--- src/hw/fm_pkg.sv ---
// shared widths, word types, init fill pattern and init FSM states for the spy buffer array
package fm_pkg;

	// sample and spy word
	localparam int spy_word_w = 32;                    // monitored sample width
	typedef logic [spy_word_w-1:0] spy_word_t;         // one sample or one spy word

	// spy memory geometry
	localparam int spy_addr_w = 6;                     // address bits per channel
	typedef logic [spy_addr_w-1:0] spy_addr_t;         // spy address or write pointer
	localparam int spy_depth = 1 << spy_addr_w;        // 64 words per channel

	// word the init sweep leaves in every location
	localparam spy_word_t spy_fill_pattern = 32'h0fa5fa50;

	// init sweep control
	// the sweep state is also what the access block sees
	typedef enum logic
	{
		init_idle,                                     // processor owns the spy ports
		init_sweep                                     // fill pattern is being written
	} init_state_t;

endpackage

--- src/hw/fm_spy_init.sv ---
// init sweep FSM that walks one address over every spy memory word while the request is held
`timescale 1ns/10ps

module fm_spy_init
	import fm_pkg::*;
(
	input  logic        spy_clock,
	input  logic        axi_reset_n,               // sync, active low
	input  logic        init_spy_mem_i,            // sweep request level
	output init_state_t init_active_o,             // sweep state seen by the access mux
	output spy_addr_t   init_addr_o                // word being filled
);

	init_state_t state;
	init_state_t state_next;

	// state is the registered request
	always_comb
	begin
		state_next = state;
		case (state)
			init_idle:
				if (init_spy_mem_i)
					state_next = init_sweep;
			init_sweep:
				if (!init_spy_mem_i)
					state_next = init_idle;
			default:
				state_next = init_idle;
		endcase
	end

	always_ff @(posedge spy_clock)
	begin
		if (!axi_reset_n)
		begin
			state       <= init_sweep;                 // one sweep cycle after reset fills word 0
			init_addr_o <= '0;
		end
		else
		begin
			state <= state_next;
			if (state == init_sweep)
				init_addr_o <= init_addr_o + 1'b1;     // wraps over the depth
			else
				init_addr_o <= '0;                     // next sweep starts at word 0
		end
	end

	assign init_active_o = state;

endmodule

--- config.mk ---
export PLATFORM = sky130hd
export DESIGN_NAME = fm_spy_init
export DESIGN_NICKNAME = d
export VERILOG_FILES = /design/src/hw/fm_pkg.sv /design/src/hw/fm_spy_init.sv
export SDC_FILE = /design/constraint.sdc
export NUM_CORES = 1
export LEC_CHECK = 0
export ABC_AREA = 0
export BUFFER_PORTS_ARGS = -buffer_cell sky130_fd_sc_hd__buf_4
export CAP_MARGIN = 20
export CORE_AREA = 2 2 39 41
export CTS_CLUSTER_SIZE = 12
export DETAILED_ROUTE_END_ITERATION = 7
export DIE_AREA = 0 0 41 43
export PLACE_DENSITY = 0.5
export SYNTH_ARGS = -nofsm -noshare
export SYNTH_HDL_FRONTEND = slang
export SYNTH_SLANG_ARGS = --single-unit
--- constraint.sdc ---
create_clock -name spy_clock -period 1.41 [get_ports spy_clock]
set_input_delay 0.0705 -clock spy_clock [delete_from_list [all_inputs] [get_ports spy_clock]]
set_output_delay 0.0705 -clock spy_clock [all_outputs]
set_load 0.05 [all_outputs]
==> results_dict.tcl <==
set metrics [dict create \
    status "finished, final reports clean" \
    drc 0 \
    synth_top_area_share_pct 57.1 \
    io_pins 10 \
    netlist_top_cells_area "dfxtp_1, xor2_1, nor2_1" \
    yosys_warnings 0 \
    synth_top_cell_by_area "dfxtp_1" \
    slew_headroom_pct 86.8 \
    tns_ns 0 \
    worst_skew_pair.late_latency_ns 0.25 \
    fin_util_pct 26.7 \
    drt-vias-per-instance 3.85 \
    syn-num-nets 28 \
    antenna_found_initial 0 \
    drtPass1Iterations 1 \
    place_ws_ns 0.339 \
    rsz0062_at_grt "false" \
    seq_area_frac_synth_pct 57.1 \
    end_kind "register" \
    setup_viol 0 \
    core_area_mm2 0.00138 \
    path_class "reg -> reg" \
    ctsResizeCount 0 \
    skew_ns 0.00104 \
    hpwl_um 335 \
    period_minus_slack_ns 1.09 \
    worst_pin_slew_ns 0.198 \
    cts-root-buf "clkbuf_4" \
    hold_viol 0 \
    leakage_nw 0.161 \
    syn2layout_area_growth_pct 50.5 \
    fin_ws_ns 0.320 \
    rows 14 \
    grt_pass1_wl_um 821 \
    crit_path_start_kind "register" \
    drt_iter0_drc 0 \
    maxCapViolCount 0 \
    grt_pass1_vias 195 \
    wl_um 500 \
    wl_per_cell_um 9.26 \
    hold_buffers 1 \
    synth_cell_types 13 \
    crit_required_ns 1.59 \
    cts_buffers 3 \
    nets 43 \
    cts_sinks 7 \
    synth_most_common_cell "dfxtp_1" \
    die_y_um 43 \
    ys.flop_type "dfxtp_1" \
    ys_ff_latch 7 \
    postSynthCellCount 24 \
    layout-drive-gt1-share_pct 34.2 \
    fin_hold_ws_ns 0.00255 \
    p_seq_share_pct 47.5 \
    async_reset_ff_share_pct 0 \
    start_util_pct 17.7 \
    max_freq_mhz 918 \
    ir_drop_uv 651 \
    hold_path_class "in -> reg" \
    clock_path_buffers 2 \
    synth.avg_cell_area_um2 10.2 \
    clkPwrFrac_pct 40.8 \
    grt_max_degree 6 \
    routabilityCongestion 0.562 \
    cp.arrival_ns 1.27 \
    io_buffers 9 \
    drv_slew 0 \
    vias 208 \
    die_w_um 41 \
    htreeDepth 1 \
    dieArea_mm2 0.00176 \
    power_switching_share_pct 25.7 \
    grt_overflow 0 \
    period_share_pct 77.3 \
    p_switching_w 0.000115 \
    netlist_area_um2 245 \
    comb_power_share_pct 11.7 \
    power.density_mw_per_mm2 1210 \
    yosys-top-cells-count "dfxtp_1, nor2_1, nand2_1, xor2_1" \
    cp_max_fo 4 \
    p_int_w 0.000332 \
    cts_tree "yes" \
    clk_pin_slew_ns 0.05 \
    synth_edf_count 0 \
    num_antenna_cells 0 \
    postCtsSetupBuffers 0 \
    grt_use_total_pct 7.84 \
    postRouteAntennaNets 0 \
]
==> kinds of logic after synthesis <==
| family | count (synthesis) | synth area share, % |
|---|---|---|
| xor+xnor | 3 | 10.7 |
| compound gates | 2 | 4.08 |
| fa+ha+maj | 1 | 5.10 |
| flops | 7 | 57.1 |
| simple gates | 11 | 23.0 |
==> state kept, by name, indices dropped and copies added (netlist names) <==
signal and flops:
init_addr_o 6, init_active_o 1
==> critical path: stages, from the launching register on <==
cell and delay (ns):
dfxtp_1 0.40, nand3_2 0.12, or3_1 0.36, a21oi_1 0.14
==> cells in the final DEF (no fill, tap or decap) <==
| master | netlist | routed |
|---|---|---|
| buf_4 | 0 | 9 |
| nand2b_1 | 1 | 1 |
| nand3_1 | 1 | 1 |
| a21oi_1 | 1 | 1 |
| dlygate4sd3_1 | 0 | 1 |
| xor2_1 | 2 | 2 |
| o21ai_0 | 1 | 1 |
| nor2_1 | 4 | 4 |
| dfxtp_1 | 7 | 7 |
| or3_1 | 1 | 1 |
| ha_1 | 1 | 1 |
| clkbuf_4 | 0 | 3 |
| clkbuf_1 | 0 | 1 |
| nand2_1 | 2 | 2 |
| xnor2_1 | 1 | 1 |
| nand3_2 | 1 | 1 |
| and3_1 | 1 | 1 |
==> metal layers <==
metal	wire length, um	vias to the layer above	global-route usage, %	part of all wire [%]
li1	-	107	-	-
met3	64	0	9.42	13
met2	187	13	7.81	37
met5	0	-	0	0
met1	248	88	10.3	50
met4	0	0	2.00	0
==> power by group through the flow <==
stage	registers, W	clock network, W	logic (W)
2_1_floorplan	0.000239	0	0.00000902
3_3_place_gp	0.000217	0	0.0000501
3_5_place_dp	0.000216	0	0.0000502
4_1_cts	0.000212	0.000189	0.0000526
5_1_grt	0.000213	0.000213	0.0000557
6_report	0.000212	0.000182	0.0000521
==> metrics by stage <==
| stage | power [W] | std cells | instance area (um2) |
|---|---|---|---|
| after detailed placement | 0.000266 | 49 | 333 |
| after global placement | 0.000267 | 49 | 333 |
| after floorplan | 0.000248 | 24 | 245 |
| after CTS | 0.000453 | 54 | 369 |
| after global routing | 0.000481 | 54 | 369 |
| final | 0.000446 | 54 | 369 |
==> final timing paths <==
| path | slack (ns) | from | end | cells past startpoint |
|---|---|---|---|---|
| setup reg to reg | 0.32 | init_addr_o[2] | init_addr_o[5] | 3 |
| hold reg to reg | 0.49 | init_addr_o[0] | init_addr_o[0] | 1 |
| setup / recovery | 0.32 | init_addr_o[2] | init_addr_o[5] | 3 |
| hold / removal | 0.003 | init_spy_mem_i | init_active_o | 2 |
==> area by class of cell <==
type                    instances  area [um2]
fillers                       152        1010
flip-flops and latches          7         140
multi-input cells              17         105
repair buffers                 10        77.6
clock buffers                   4        26.3
well taps                      16        20.0
Note: power is estimated with default switching activity, not from simulation.
