[config.mk]
export PLATFORM = sky130hd
export DESIGN_NAME = fm_spy_buffer_flat
export DESIGN_NICKNAME = d
export VERILOG_FILES = /design/src/hw/fm_pkg.sv /design/src/hw/fm_spy_if.sv /design/src/hw/fm_spy_mem.sv /design/src/hw/fm_spy_buffer.sv /design/src/flat_wrapper.sv
export SDC_FILE = /design/constraint.sdc
export NUM_CORES = 2
export LEC_CHECK = 0
export BUFFER_PORTS_ARGS = -buffer_cell sky130_fd_sc_hd__buf_2
export CORE_AREA = 2 2 417 419
export DETAILED_ROUTE_END_ITERATION = 10
export DIE_AREA = 0 0 419 421
export PLACE_DENSITY_LB_ADDON = 0.12
export SLEW_MARGIN = 20
export SYNTH_ARGS = -nofsm -noshare
export SYNTH_HDL_FRONTEND = slang
export SYNTH_SLANG_ARGS = --single-unit
[constraint.sdc]
create_clock -name spy_clock -period 5.6 [get_ports spy_clock]
set_input_delay 0.84 -clock spy_clock [delete_from_list [all_inputs] [get_ports spy_clock]]
set_output_delay 0.84 -clock spy_clock [all_outputs]
set_load 0.05 [all_outputs]
[src/hw/fm_pkg.sv]
// shared widths, word types, init fill pattern and init FSM states for the spy buffer array
package fm_pkg;

	// sample and spy word
	localparam int spy_word_w = 32;                    // monitored sample width
	typedef logic [spy_word_w-1:0] spy_word_t;         // one sample or one spy word

	// spy memory geometry
	localparam int spy_addr_w = 6;                     // address bits per channel
	typedef logic [spy_addr_w-1:0] spy_addr_t;         // spy address or write pointer
	localparam int spy_depth = 1 << spy_addr_w;        // 64 words per channel

	// word the init sweep leaves in every location
	localparam spy_word_t spy_fill_pattern = 32'h0fa5fa50;

	// init sweep control
	// the sweep state is also what the access block sees
	typedef enum logic
	{
		init_idle,                                     // processor owns the spy ports
		init_sweep                                     // fill pattern is being written
	} init_state_t;

endpackage

[src/hw/fm_spy_if.sv]
// spy access port of one channel, driven by the access mux and served by the channel buffer
`timescale 1ns/10ps

interface fm_spy_if
	import fm_pkg::*;
	();

	logic      spy_en;                             // port enable, read on every enabled edge
	logic      spy_wr_en;                          // write strobe, only with spy_en
	spy_addr_t spy_addr;                           // word address inside the channel
	spy_word_t spy_wr_data;                        // word to write
	spy_word_t spy_rd_data;                        // old word at spy_addr, one edge later

	// access side drives the request
	modport access
	(
		output spy_en,
		output spy_wr_en,
		output spy_addr,
		output spy_wr_data,
		input  spy_rd_data
	);

	// buffer side serves the memory
	modport buffer
	(
		input  spy_en,
		input  spy_wr_en,
		input  spy_addr,
		input  spy_wr_data,
		output spy_rd_data
	);

endinterface

[src/hw/fm_spy_mem.sv]
// spy memory of one channel with a capture write port and a registered spy read/write port
`timescale 1ns/10ps

module fm_spy_mem
	import fm_pkg::*;
(
	input  logic      spy_clock,
	input  logic      cap_wr_en_i,                 // capture write strobe
	input  spy_addr_t cap_addr_i,                  // capture write pointer
	input  spy_word_t cap_data_i,                  // captured sample
	input  logic      spy_en_i,                    // spy port enable
	input  logic      spy_wr_en_i,                 // spy write strobe
	input  spy_addr_t spy_addr_i,                  // spy word address
	input  spy_word_t spy_wr_data_i,               // spy write word
	output spy_word_t spy_rd_data_o                // registered spy read word
);

	spy_word_t mem [spy_depth];                    // spy words of this channel
	logic      spy_write;                          // spy port writes this edge
	logic      cap_write;                          // capture write that survives a collision

	assign spy_write = spy_en_i & spy_wr_en_i;
	// spy write takes the slot when both ports aim at one address
	assign cap_write = cap_wr_en_i & ~(spy_write & (spy_addr_i == cap_addr_i));

	always_ff @(posedge spy_clock)
	begin
		if (cap_write)
		begin
			mem[cap_addr_i] <= cap_data_i;             // circular capture
		end
		if (spy_write)
		begin
			mem[spy_addr_i] <= spy_wr_data_i;          // processor or init write
		end
	end

	// read before write on the spy port
	always_ff @(posedge spy_clock)
	begin
		if (spy_en_i)
		begin
			spy_rd_data_o <= mem[spy_addr_i];          // old contents on a write
		end
	end

endmodule

[src/hw/fm_spy_buffer.sv]
// one monitored channel with circular capture, freeze, passthrough register and spy memory
`timescale 1ns/10ps

module fm_spy_buffer
	import fm_pkg::*;
(
	input  logic      spy_clock,
	input  logic      axi_reset_n,                 // sync, active low
	input  logic      chan_reset_i,                // per-channel restart of the pointer
	input  spy_word_t mon_data_i,                  // monitored sample
	input  logic      mon_vld_i,                   // sample valid
	input  logic      freeze_i,                    // hold memory contents
	fm_spy_if.buffer  spy,                         // spy access from the mux
	output spy_word_t playback_data_o,             // sample delayed one cycle
	output logic      playback_vld_o               // valid delayed one cycle
);

	spy_addr_t wr_ptr;                             // next capture slot
	logic      cap_en;                             // sample goes into memory
	logic      clr;                                // either reset

	assign cap_en = mon_vld_i & ~freeze_i;         // frozen channel keeps its words
	assign clr    = ~axi_reset_n | chan_reset_i;

	// write pointer wraps at spy_depth through the address width
	always_ff @(posedge spy_clock)
	begin
		if (clr)
		begin
			wr_ptr <= '0;
		end
		else if (cap_en)
		begin
			wr_ptr <= wr_ptr + 1'b1;                   // modulo 64
		end
	end

	// passthrough stage runs whether frozen or not
	always_ff @(posedge spy_clock)
	begin
		if (clr)
		begin
			playback_vld_o <= 1'b0;
		end
		else
		begin
			playback_vld_o <= mon_vld_i;
		end
	end

	always_ff @(posedge spy_clock)
	begin
		playback_data_o <= mon_data_i;             // sample copy for playback
	end

	fm_spy_mem i_spy_mem
	(
		.spy_clock     (spy_clock),
		.cap_wr_en_i   (cap_en),
		.cap_addr_i    (wr_ptr),
		.cap_data_i    (mon_data_i),
		.spy_en_i      (spy.spy_en),
		.spy_wr_en_i   (spy.spy_wr_en),
		.spy_addr_i    (spy.spy_addr),
		.spy_wr_data_i (spy.spy_wr_data),
		.spy_rd_data_o (spy.spy_rd_data)
	);

endmodule

[src/flat_wrapper.sv]
// flat-port wrapper written by rule: the top's interface ports become plain ports
module fm_spy_buffer_flat import fm_pkg::*;
  (spy_clock, axi_reset_n, chan_reset_i, mon_data_i, mon_vld_i, freeze_i, playback_data_o, playback_vld_o, spy_spy_en, spy_spy_wr_en, spy_spy_addr, spy_spy_wr_data, spy_spy_rd_data);
  fm_spy_if spy_i ();
  input  logic spy_clock;
  input  logic axi_reset_n;
  input  logic chan_reset_i;
  input  spy_word_t mon_data_i;
  input  logic mon_vld_i;
  input  logic freeze_i;
  output spy_word_t playback_data_o;
  output logic playback_vld_o;
  input wire logic [$bits(spy_i.spy_en)-1:0] spy_spy_en;
  input wire logic [$bits(spy_i.spy_wr_en)-1:0] spy_spy_wr_en;
  input wire logic [$bits(spy_i.spy_addr)-1:0] spy_spy_addr;
  input wire logic [$bits(spy_i.spy_wr_data)-1:0] spy_spy_wr_data;
  output wire logic [$bits(spy_i.spy_rd_data)-1:0] spy_spy_rd_data;
  assign spy_i.spy_en = spy_spy_en;
  assign spy_i.spy_wr_en = spy_spy_wr_en;
  assign spy_i.spy_addr = spy_spy_addr;
  assign spy_i.spy_wr_data = spy_spy_wr_data;
  assign spy_spy_rd_data = spy_i.spy_rd_data;
  fm_spy_buffer u_core (.spy_clock(spy_clock), .axi_reset_n(axi_reset_n), .chan_reset_i(chan_reset_i), .mon_data_i(mon_data_i), .mon_vld_i(mon_vld_i), .freeze_i(freeze_i), .spy(spy_i), .playback_data_o(playback_data_o), .playback_vld_o(playback_vld_o));
endmodule
==> flow_summary.ini <==
[worst_setup_path]
worstPathMaxFanout = 63
ff2ff_setup_slack_ps = 1860
start_kind = input pin
reg2reg_depth = 7
crit_required_ps = 6210
arrival_ps = 5310
r2r-end = u_core.i_spy_mem.mem[5][3]
crit_path_end_kind = flop
crit-reg2reg-launch = u_core.wr_ptr[3]
critical_path_class = input pin to flop

[sta]
finalMaxSlewViolations = 0
setup_tns_ps = 0
skew_ps = 36.8
hold_viol = 0
slew_headroom_pct = 8.15
period_minus_slack_ps = 4700
whs_ps = 140
setup_viol = 0
tightest_slew_ps = 1380
max_freq_ghz = 0.213
min_period_over_period_pct = 84.0
rsz0062_at_grt = false

[floorplan]
std_cell_rows = 153
ios = 142
dieHeight_um = 421
die_area_um2 = 176000
die_w_um = 419
core_area_um2 = 172000
initial_core_util_pct = 61.4

[cts]
clk_latency_ps = 890
h-tree-depth = 4
clkTransAtPathRegs_ps = 60
cts_resized = 0
post_cts_buffers = 0
numCtsBuffers = 216
cts_root_buffer = clkbuf_16
cts_hold_buf = 0
tritoncts = done
clkSinkCount = 2119
clockBufferDepth = 3

[outcome]
status = finished, final reports clean

[routing]
dr_total_vias = 70744
drt_wl_total_um = 376000
first_iter_violations = 11913
first_pass_iters = 6
drtAntennaViolNets = 0
vias_per_cell = 7.54
remaining_drc_errors = 0
wire_per_inst_um = 40.0

[global_routing]
first_global_vias = 67465
antenna_found_initial = 49
grt_util_all_layers_pct = 41.8
grt_pass1_wl_um = 522000
grt_overflow = 0
grt_max_degree = 116

[power]
post-layout-total-power_uw = 35000
pwr_density_cell_nw_per_um2 = 300
ir_drop_v = 0.000348
p_leak_uw = 0.0368

[flow_run]
max_cap_violations = 0

[placement]
place_hpwl_um = 232000
post_dp_cell_area_um2 = 110000
portBuffers = 141
gp_congestion = 1.02

[yosys]
synth_ff_type = edfxtp_1
ys_types = 61
syn_nets = 7215
syn_area_um2 = 106000
ys_warn_count = 0
synthCells = 7137
async_flop_share_pct = 0
yosysTopAreaCell = edfxtp_1
synth.top_cell.area_share_pct = 59.0
synth_seq_area_share_pct = 59.7
synth_edf_count = 2080
synth_area_per_cell_um2 = 14.8
synth_area_leaders = edfxtp_1 (59%), mux2_2 (22%), a221oi_1 (3.3%), clkbuf_1 (2.0%), a22oi_1 (2.0%)
synth-seq-cells = 2119

[worst_hold_path]
hp-start = mon_data_i[15]
min_delay_worst_endpoint = u_core.playback_data_o[15]
hold_class = input pin to flop
hold_depth = 1

[cells_and_area]
final_cell_area_um2 = 117000
drive_gt1_share_pct = 44.1
area_growth_pct = 10.0
num-nets-final = 6930
layout_common_cells = mux2_2 (2081), edfxtp_1 (2080), a221oi_1 (401)
final_common_cell = mux2_2
cells in the mapped netlist (all sizes together), types with 4 or more instances:
| cell | count |
|---|---|
| a211oi | 27 |
| a21oi | 61 |
| a221oi | 401 |
| a22oi | 276 |
| and2 | 4 |
| buf | 428 |
| clkbuf | 562 |
| dfxtp | 39 |
| edfxtp | 2080 |
| inv | 7 |
| mux2 | 2142 |
| mux2i | 177 |
| mux4 | 73 |
| nand2 | 82 |
| nand3 | 8 |
| nand3b | 4 |
| nand4 | 31 |
| nor2 | 209 |
| nor2b | 9 |
| nor3 | 10 |
| o21ai | 145 |
| o221ai | 20 |
| o22a | 45 |
| o22ai | 220 |
| or3 | 17 |
| or4 | 15 |
| xnor2 | 4 |
| xor2 | 7 |
state kept, by name, summed over array words and instances, names as in the netlist:
register / flops
u_core.i_spy_mem.mem: 2048
u_core.i_spy_mem.spy_rd_data_o: 32
u_core.playback_data_o: 32
u_core.wr_ptr: 6
u_core.playback_vld_o: 1
routing by layer:
metal  vias up  track usage (%)  routed length, um
met1     36285             55.2             133000
met3      1118             12.3              51200
li1      27849                -                  -
met5         -                0                240
met4        36             25.0              26100
met2      5456             61.4             166000
worst max-delay path by stage:
stage	startpoint	slack, ps	cells after the start	end
final	spy_spy_addr[2]	900	8	u_core.i_spy_mem.spy_rd_data_o[8]
after global routing	spy_spy_addr[2]	1140	8	u_core.i_spy_mem.spy_rd_data_o[8]
after CTS	spy_spy_addr[2]	1230	8	u_core.i_spy_mem.spy_rd_data_o[8]
after detailed placement	spy_spy_addr[2]	320	8	u_core.i_spy_mem.spy_rd_data_o[8]
after global placement	spy_spy_addr[2]	420	8	u_core.i_spy_mem.spy_rd_data_o[8]
after floorplan	spy_spy_addr[0]	1380	7	u_core.i_spy_mem.mem[62][0]
final cells by class:
| type | count | area [um2] |
|---|---|---|
| tap | 2325 | 2910 |
| inverter | 7 | 36.3 |
| antenna | 28 | 70.1 |
| clock buffer | 288 | 5800 |
| multi-input combinational | 4021 | 39900 |
| fill | 12075 | 55900 |
| clock inverter | 112 | 853 |
| timing repair buffer | 487 | 3680 |
| sequential | 2119 | 63200 |
worst max-delay path, stage by stage:
cell      delay, ps
buf_8           560
nor2b_4         350
buf_12          290
a221oi_1        440
nor2_1          120
o21ai_1         570
nand4_1         940
or4_1           830
kinds of logic after synthesis:
family | count (synthesis) | share of synthesized area [%]
AOI/OAI and AO/OA | 1218 | 8.46
xor gates and xnor gates | 11 | 0.0909
adders and majority gates | 1 | 0.0118
buffers and inverters | 997 | 4.06
DFF | 2119 | 59.7
muxes | 2392 | 26.0
and+or+nand+nor | 399 | 1.69
through the flow:
stage | util (%) | cells | worst slack [ps]
2_1_floorplan | - | 7137 | 1380
3_3_place_gp | 63.5 | 8951 | 424
3_5_place_dp | 63.6 | 8955 | 321
4_1_cts | 67.5 | 9355 | 1230
5_1_grt | 67.5 | 9369 | 1140
6_report | 67.6 | 9387 | 895
where the power goes:
group	switching [uW]	internal [uW]	leakage (uW)	total, uW
combinational	2270	1110	0.0144	3380
clock	6250	7740	0.00326	14000
sequential	83.5	17500	0.0191	17600
total	8600	26400	0.0368	35000
Note: power is estimated with default switching activity, not from simulation.
